$ cat src/divPkg.sv
/*
  Shared definitions for the radix-2 SRT significand divider
  Widths of significand, quotient, residual and step counter
  Vector types passed between the divider blocks
*/
package divPkg;

  ////////////////////////////////////////////////////////////
  // Widths
  ////////////////////////////////////////////////////////////

  // Significand width, leading one included, so a value lies in [1,2)
  localparam int DivLen = 16;

  // One digit per cycle, the first digit carries the integer weight
  // so a quotient in (0.5,2) needs one digit more than the significand
  localparam int NumDigits = DivLen + 1;

  // The step counter has to reach NumDigits
  localparam int DurLen = 5;

  ////////////////////////////////////////////////////////////
  // Vector types
  ////////////////////////////////////////////////////////////

  // Normalized significand with bit 15 set
  typedef logic [DivLen-1:0] sigT;

  // Truncated quotient, also the width of its on-the-fly partner Q-1
  typedef logic [NumDigits-1:0] quotT;

  // One carry-save word of the partial remainder
  // Bit 19 is the sign, bits 18..16 hold integer growth
  // Bits 15..0 are the fraction, so X/2 fits below the point and the
  // doubled residual never leaves the range of four integer bits
  typedef logic [DivLen+3:0] residualT;

  // Step count, and at done the number of skipped trailing digits
  typedef logic [DurLen-1:0] durT;

endpackage

$ cat src/residualIf.sv
/*
  Carry-save residual bundle between the SRT iteration datapath
  and the divider controller, with a driving and a reading view
*/
`timescale 1ns/1ps

interface residualIf;
  import divPkg::*;

  // Registered sum and carry words of the partial remainder
  residualT wS;
  residualT wC;

  // Words the datapath will register on the next iterate edge
  residualT nextWS;
  residualT nextWC;

  // The datapath owns the residual registers and the adder tree
  modport datapath (
    output wS,
    output wC,
    output nextWS,
    output nextWC
  );

  // The controller only looks at the words for zero, sign and sticky
  modport control (
    input wS,
    input wC,
    input nextWS,
    input nextWC
  );

endinterface

$ cat src/srtController.sv
/*
  Divider control FSM with idle, busy and done states
  Step counter, early termination on a zero residual
  Sticky and remainder sign from the registered residual
*/
`timescale 1ns/1ps

module srtController (
  input  logic clk,
  input  logic reset,
  input  logic start,
  input  logic holdStart,
  input  logic holdResult,
  input  logic xZero,
  input  logic yZero,
  input  logic xInf,
  input  logic yInf,
  input  logic xNaN,
  input  logic yNaN,
  residualIf.control res,
  output logic load,
  output logic iterate,
  output divPkg::durT earlyShift,
  output logic negRemainder,
  output logic sticky,
  output logic busy,
  output logic done
);
  import divPkg::*;

  typedef enum logic [1:0] {StIdle, StBusy, StDone} stateT;

  stateT state;
  durT step;
  logic accept;
  logic special;
  logic lastStep;
  logic nextZero;
  residualT remainder;

  // A start only counts while idle and while the execute stage is not held
  assign accept = start & ~holdStart & (state == StIdle);
  assign special = xZero | yZero | xInf | yInf | xNaN | yNaN;
  assign lastStep = (step == durT'(1));

  // Zero test of the next residual straight on the carry-save pair
  // The two words sum to zero exactly when their XOR equals their OR moved up one bit
  assign nextZero = ((res.nextWS ^ res.nextWC) ==
                     {res.nextWS[DivLen+2:0] | res.nextWC[DivLen+2:0], 1'b0});

  ////////////////////////////////////////////////////////////
  // State and step counter
  ////////////////////////////////////////////////////////////

  always_ff @(posedge clk) begin
    if (reset) begin
      state <= StIdle;
      step  <= '0;
    end else begin
      case (state)
        StIdle: begin
          if (accept) begin
            step <= durT'(NumDigits);
            // Special operands need no digits, the later stage builds the result
            state <= special ? StDone : StBusy;
          end
        end
        StBusy: begin
          // One digit per busy cycle, whatever is left at exit is the skipped count
          step <= step - durT'(1);
          if (lastStep || nextZero) begin
            state <= StDone;
          end
        end
        StDone: begin
          // Result stage back-pressure keeps the result on the outputs
          if (!holdResult) begin
            state <= StIdle;
          end
        end
        default: begin
          state <= StIdle;
        end
      endcase
    end
  end

  ////////////////////////////////////////////////////////////
  // Outputs
  ////////////////////////////////////////////////////////////

  assign load       = accept;
  assign iterate    = (state == StBusy);
  assign busy       = (state == StBusy);
  assign done       = (state == StDone);
  assign earlyShift = step;

  // Final remainder resolved once, it is stable while done holds
  assign remainder = res.wS + res.wC;

  // Nonzero remainder means the truncated quotient lost bits
  assign sticky = |remainder;

  // Negative remainder means the digit sum overshot by one unit
  assign negRemainder = remainder[DivLen+3];

endmodule

$ cat src/srtIteration.sv
/*
  SRT residual datapath
  Carry-save residual and divisor registers
  Radix-2 quotient digit selection and 3:2 divisor-multiple adder
*/
`timescale 1ns/1ps

module srtIteration (
  input  logic clk,
  input  logic load,
  input  logic iterate,
  input  divPkg::sigT sigX,
  input  divPkg::sigT sigY,
  residualIf.datapath res,
  output logic digitPos,
  output logic digitNeg
);
  import divPkg::*;

  sigT divisor;
  residualT divExt;
  residualT wsShift;
  residualT wcShift;
  logic [3:0] estimate;
  residualT candSum;
  residualT candMaj;
  residualT candCarry;
  logic candZero;
  residualT addend;
  residualT majority;

  ////////////////////////////////////////////////////////////
  // Residual and divisor registers
  ////////////////////////////////////////////////////////////

  // Start loads W0 = X/2 with an empty carry word, so W0 < D holds
  // The divisor is captured once so the operand bus may change while busy
  always_ff @(posedge clk) begin
    if (load) begin
      divisor <= sigY;
      res.wS  <= {4'b0000, sigX};
      res.wC  <= '0;
    end else if (iterate) begin
      res.wS <= res.nextWS;
      res.wC <= res.nextWC;
    end
  end

  // Divisor in residual format, the leading one lands on the units bit
  assign divExt = {3'b000, divisor, 1'b0};

  // Both words doubled, the dropped top bit is only sign extension
  assign wsShift = {res.wS[DivLen+2:0], 1'b0};
  assign wcShift = {res.wC[DivLen+2:0], 1'b0};

  ////////////////////////////////////////////////////////////
  // Digit selection
  ////////////////////////////////////////////////////////////

  // Integer part of 2W from the top four bits of each word
  // The estimate sits at most two units below the true value
  assign estimate = wsShift[DivLen+3:DivLen] + wcShift[DivLen+3:DivLen];

  // Zero test of 2W + D on its own carry-save pair
  // This is the residual that digit -1 would produce
  assign candSum   = wsShift ^ wcShift ^ divExt;
  assign candMaj   = (wsShift & wcShift) | (wsShift & divExt) | (wcShift & divExt);
  assign candCarry = {candMaj[DivLen+2:0], 1'b0};
  assign candZero  = ((candSum ^ candCarry) ==
                      {candSum[DivLen+2:0] | candCarry[DivLen+2:0], 1'b0});

  // Estimate of zero or more gives +1, minus one gives 0, anything lower gives -1
  // With the smallest divisor a residual of exactly -D/2 would turn into -D
  // under digit 0, so -1 is taken there and the residual lands on zero
  always_comb begin
    digitPos = 1'b0;
    digitNeg = 1'b0;
    if (!estimate[3]) begin
      digitPos = 1'b1;
    end else if ((estimate != 4'b1111) || candZero) begin
      digitNeg = 1'b1;
    end
  end

  ////////////////////////////////////////////////////////////
  // Divisor-multiple addition
  ////////////////////////////////////////////////////////////

  // Digit +1 subtracts D as its complement plus one
  // The one rides in the free carry LSB
  always_comb begin
    if (digitPos) begin
      addend = ~divExt;
    end else if (digitNeg) begin
      addend = divExt;
    end else begin
      addend = '0;
    end
  end

  // 3:2 compressor, no carry ripples across the word
  assign majority   = (wsShift & wcShift) | (wsShift & addend) | (wcShift & addend);
  assign res.nextWS = wsShift ^ wcShift ^ addend;
  assign res.nextWC = {majority[DivLen+2:0], digitPos};

endmodule

$ cat src/quotientConverter.sv
/*
  On-the-fly conversion of signed SRT digits into the quotient
  Final correction for a negative remainder
  Left shift that restores digits skipped by early termination
*/
`timescale 1ns/1ps

module quotientConverter (
  input  logic clk,
  input  logic load,
  input  logic iterate,
  input  logic digitPos,
  input  logic digitNeg,
  input  logic negRemainder,
  input  divPkg::durT earlyShift,
  output divPkg::quotT quotient
);
  import divPkg::*;

  quotT q;
  quotT qm;
  quotT chosen;

  ////////////////////////////////////////////////////////////
  // Q and QM = Q - 1 kept side by side
  ////////////////////////////////////////////////////////////

  // Each digit only appends a bit to one of the two forms
  // so a negative digit never needs a borrow chain
  always_ff @(posedge clk) begin
    if (load) begin
      // Empty quotient, its partner is minus one in two's complement
      q  <= '0;
      qm <= '1;
    end else if (iterate) begin
      if (digitPos) begin
        // 2Q + 1, and 2Q for the partner
        q  <= {q[NumDigits-2:0], 1'b1};
        qm <= {q[NumDigits-2:0], 1'b0};
      end else if (digitNeg) begin
        // 2Q - 1 equals 2(Q-1) + 1
        q  <= {qm[NumDigits-2:0], 1'b1};
        qm <= {qm[NumDigits-2:0], 1'b0};
      end else begin
        q  <= {q[NumDigits-2:0], 1'b0};
        qm <= {qm[NumDigits-2:0], 1'b1};
      end
    end
  end

  ////////////////////////////////////////////////////////////
  // Result
  ////////////////////////////////////////////////////////////

  // A negative final remainder means the digits overshot by one
  assign chosen = negRemainder ? qm : q;

  // After an early exit every remaining digit is zero
  // shifting by the leftover step count fills them in
  assign quotient = chosen << earlyShift;

endmodule

$ cat src/srtDivider.sv
/*
  Radix-2 SRT significand divider, top level
  Controller, residual datapath and quotient converter
*/
`timescale 1ns/1ps

module srtDivider (
  input  logic clk,
  input  logic reset,
  input  logic start,
  input  logic holdStart,
  input  logic holdResult,
  input  logic xZero,
  input  logic yZero,
  input  logic xInf,
  input  logic yInf,
  input  logic xNaN,
  input  logic yNaN,
  input  logic [15:0] sigX,
  input  logic [15:0] sigY,
  output logic [16:0] quotient,
  output logic sticky,
  output logic busy,
  output logic done
);
  import divPkg::*;

  // Residual words shared by the datapath and the controller
  residualIf res ();

  // Control strobes from the FSM
  logic load;
  logic iterate;
  logic negRemainder;
  durT earlyShift;

  // Selected digit, one-hot between +1 and -1, both low for 0
  logic digitPos;
  logic digitNeg;

  srtController srtController_inst (
    .clk          (clk),
    .reset        (reset),
    .start        (start),
    .holdStart    (holdStart),
    .holdResult   (holdResult),
    .xZero        (xZero),
    .yZero        (yZero),
    .xInf         (xInf),
    .yInf         (yInf),
    .xNaN         (xNaN),
    .yNaN         (yNaN),
    .res          (res.control),
    .load         (load),
    .iterate      (iterate),
    .earlyShift   (earlyShift),
    .negRemainder (negRemainder),
    .sticky       (sticky),
    .busy         (busy),
    .done         (done)
  );

  srtIteration srtIteration_inst (
    .clk      (clk),
    .load     (load),
    .iterate  (iterate),
    .sigX     (sigX),
    .sigY     (sigY),
    .res      (res.datapath),
    .digitPos (digitPos),
    .digitNeg (digitNeg)
  );

  quotientConverter quotientConverter_inst (
    .clk          (clk),
    .load         (load),
    .iterate      (iterate),
    .digitPos     (digitPos),
    .digitNeg     (digitNeg),
    .negRemainder (negRemainder),
    .earlyShift   (earlyShift),
    .quotient     (quotient)
  );

endmodule

$ cat config.mk
export PLATFORM = sky130hd
export DESIGN_NAME = srtDivider
export DESIGN_NICKNAME = d
export VERILOG_FILES = /design/src/divPkg.sv /design/src/residualIf.sv /design/src/srtController.sv /design/src/srtIteration.sv /design/src/quotientConverter.sv /design/src/srtDivider.sv
export SDC_FILE = /design/constraint.sdc
export NUM_CORES = 1
export LEC_CHECK = 0
export BUFFER_PORTS_ARGS = -buffer_cell sky130_fd_sc_hd__buf_4
export CELL_PAD_IN_SITES_DETAIL_PLACEMENT = 0
export CELL_PAD_IN_SITES_GLOBAL_PLACEMENT = 1
export CORE_ASPECT_RATIO = 1.5
export CORE_UTILIZATION = 47
export CTS_CLUSTER_DIAMETER = 120
export DETAILED_ROUTE_END_ITERATION = 8
export PLACE_DENSITY = 0.91
export SYNTH_ARGS = -nofsm -noshare
export SYNTH_HDL_FRONTEND = slang
export SYNTH_SLANG_ARGS = --single-unit
$ cat constraint.sdc
create_clock -name clk -period 6 [get_ports clk]
set_input_delay 0.6 -clock clk [delete_from_list [all_inputs] [get_ports clk]]
set_output_delay 0.6 -clock clk [all_outputs]
set_load 0.005 [all_outputs]
==> metrics <==
dominant cell type by area after synthesis dfxtp_1; share of cells above drive strength 1 0.1429; unrepaired setup endpoints after global routing no; Cell Area, Synth 0.007498 sq mm; Startpoint Class flop; die area 0.01647 sq mm; count of final hold-check violations 0; die width 105.1 microns; post-place setup slack 0.4928 ns; core box area 0.01563 sq mm; power density over the cells 191.4 mW/mm^2; via count 6097; vias in the first global route 6061; Longest Clk Path Bufs 2; largest cells by area after synthesis dfxtp_1 17%, edfxtp_1 13%, ha_1 9.5%, fa_1 9.3%, mux2i_1 5.5%; Area Growth Syn to Fin 12.28%; clock root buffer clkbuf_16; initial antenna violation count 0; number of enable flip-flop cells after synthesis 32; synthesized area per cell 9.315 sq um; sequential area share after synthesis 0.2990; wire per inst 18.50 microns; fillers 1427; height of the die 156.7 microns; first-pass GRT wire length 31090 microns; GRT Util Overall 0.2434; clk_lat worst skew 0.36 ns; Distinct cells, synth 62; Worst Path Required 6.27 ns; GRT overflow 0; H-tree depth 3; Via-to-Cell Ratio 5.807; number of gates resized after cts 0; WS Path Type flop to flop; normalized max-slew margin 0.2521; Fmax achieved 179.6 MHz; syn_nets 940; Clock transition at path regs 0.08 ns; clock sink count 96; CTS tree yes; number of antenna diodes 0; Post-synth ARST share 0; clock skew 0.01836 ns; Worst Setup Slack, final 0.4335 ns; initial DRC count 259; top_reg_cell synth dfxtp_1; PortBufs 62; # DRC 0; Post-DP HPWL 14460 microns; status finished, final reports clean; max-slew violations 0; VDD IR max 0.0001548 V; Final setup violation count 0; fin nets 977; Worst-Margin Slew 1.119 ns; max-cap violations 0; Yosys reg bits 96; Setup TNS 0 ns; Placer Congestion 0.9148; DRT Pass-1 Iters 7; # Post-CTS Setup Buffers 0; Ys Warns 0; Worst Path Max Fanout 18; Hold Path Class input port to flop; Final min period 5.567 ns; DRT Wirelength 19430 microns; CTS buffer count 9; Critical Path AT 5.83 ns; io pins 63; crit path capture type flop; Starting Density 0.4799; Synth top area share 0.1709; Period Utilization, post-route 0.9278; largest net degree at the start of global routing 106; Hold Buf Count CTS 0; total power 1.612 mW; # rows 56; post-synthesis cell count 805; Static Leak 3.352 nW; Routed Antenna Nets 0
-- power breakdown --
| part | internal [mW] | switching [mW] | total [mW] |
|---|---|---|---|
| registers | 0.694 | 0.0158 | 0.710 |
| clock network | 0.319 | 0.270 | 0.589 |
| logic | 0.136 | 0.176 | 0.313 |
-- area by class of cell --
type	instances	area, sq um	area share
Sequential cell	96	2242	0.2663
Clock buffer	11	264.0	0.03136
Clock inverter	5	35.03	0.004161
Timing Repair Buffer	69	518.0	0.06152
Tap cell	203	254.0	0.03017
Multi-Input combinational cell	595	4840	0.5748
Inverter	71	266.5	0.03165
-- flip-flops by register name, summed over array words and instances (netlist names) --
name                           cells
srtIteration_inst.res.wS          20
srtIteration_inst.divisor         16
srtIteration_inst.res.wC          19
quotientConverter_inst.qm         17
srtController_inst.state           2
srtController_inst.earlyShift      5
quotientConverter_inst.q          17
-- worst max-delay path: stages, from the launching register on --
cell,delay [ns]
dfxtp_1,0.36
ha_1,0.24
fa_1,0.43
a31oi_1,0.50
xnor2_4,0.34
inv_1,0.31
nor2_2,0.58
o21ai_0,0.23
fa_1,0.51
ha_1,0.32
xor2_1,0.27
nand4_1,0.12
nor4_1,0.44
o211ai_1,0.27
a211oi_1,0.30
a21oi_1,0.06
a211oi_1,0.19
-- placed cells by master (no fill, tap or decap), types with 4 or more instances in the layout --
cell type	count
nor2_1	40
o211ai_1	18
xor2_1	40
nand2b_1	4
and2_1	4
a21oi_1	36
nand2_1	64
fa_1	35
a22oi_1	4
dfxtp_1	64
a211oi_1	8
edfxtp_1	32
nand4_1	11
ha_1	57
nand3_1	53
xnor2_1	7
a31oi_1	9
clkbuf_16	10
nor3_1	13
buf_4	69
nor4_1	9
inv_1	67
a21o_1	4
mux2i_1	41
o21ai_0	66
mux4_2	17
-- cell usage after synthesis (3+ instances only) --
cell      instances
xor2_1           40
mux2_2            3
nand3_1          53
o211ai_1         18
o31ai_1           3
a21o_1            4
and2_1            4
fa_1             35
ha_1             57
nand2_1          64
inv_1            67
a21oi_1          36
a22o_1            3
a22oi_1           4
a211oi_1          8
a31oi_1           9
nand2b_1          5
xnor2_1           7
dfxtp_1          64
clkbuf_1         37
edfxtp_1         32
nor3_1           13
buf_2             3
nor4_1            9
o21ai_0          66
mux2i_1          41
o21a_1            3
or3_1             3
mux4_2           17
and3_1            3
nand4_1          11
nor2_1           41
-- kinds of logic after synthesis --
kind of cell	after synthesis	share of synthesized area
mux	62	0.1121
flops	96	0.2990
fa+ha+maj	92	0.1886
xor+xnor	48	0.05707
buf+inv	114	0.05857
compound gates	175	0.1460
simple gates	218	0.1387
-- stage by stage --
step | util | hold WS [ns] | cell area [sq um] | cells
2_1_floorplan | - | 0.4432 | 7498 | 805
3_3_place_gp | 0.5197 | 0.4594 | 8120 | 1034
3_5_place_dp | 0.5197 | 0.4661 | 8120 | 1034
4_1_cts | 0.5388 | 0.4061 | 8419 | 1050
5_1_grt | 0.5388 | 0.4083 | 8419 | 1050
6_report | 0.5388 | 0.4083 | 8419 | 1050
-- routing by layer --
| layer | track usage | vias to the layer above | share of wire |
|---|---|---|---|
| met4 | 0.1301 | 0 | 0.041 |
| met3 | 0.01833 | 33 | 0.024 |
| met2 | 0.4595 | 134 | 0.54 |
| met1 | 0.2704 | 2971 | 0.40 |
| met5 | 0 | - | 0 |
| li1 | - | 2959 | - |
-- final timing paths --
check | depth (start not counted) | start | endpoint | slack [ns]
setup reg to reg | 16 | srtIteration_inst.res.wS[16] | srtController_inst.state[1] | 0.43
hold reg to reg | 2 | srtIteration_inst.res.wS[19] | srtIteration_inst.res.wS[19] | 0.47
hold / removal | 1 | sigY[4] | srtIteration_inst.divisor[4] | 0.41
setup / recovery | 16 | srtIteration_inst.res.wS[16] | srtController_inst.state[1] | 0.43
No activity file was read; power rests on OpenSTA's default activity.
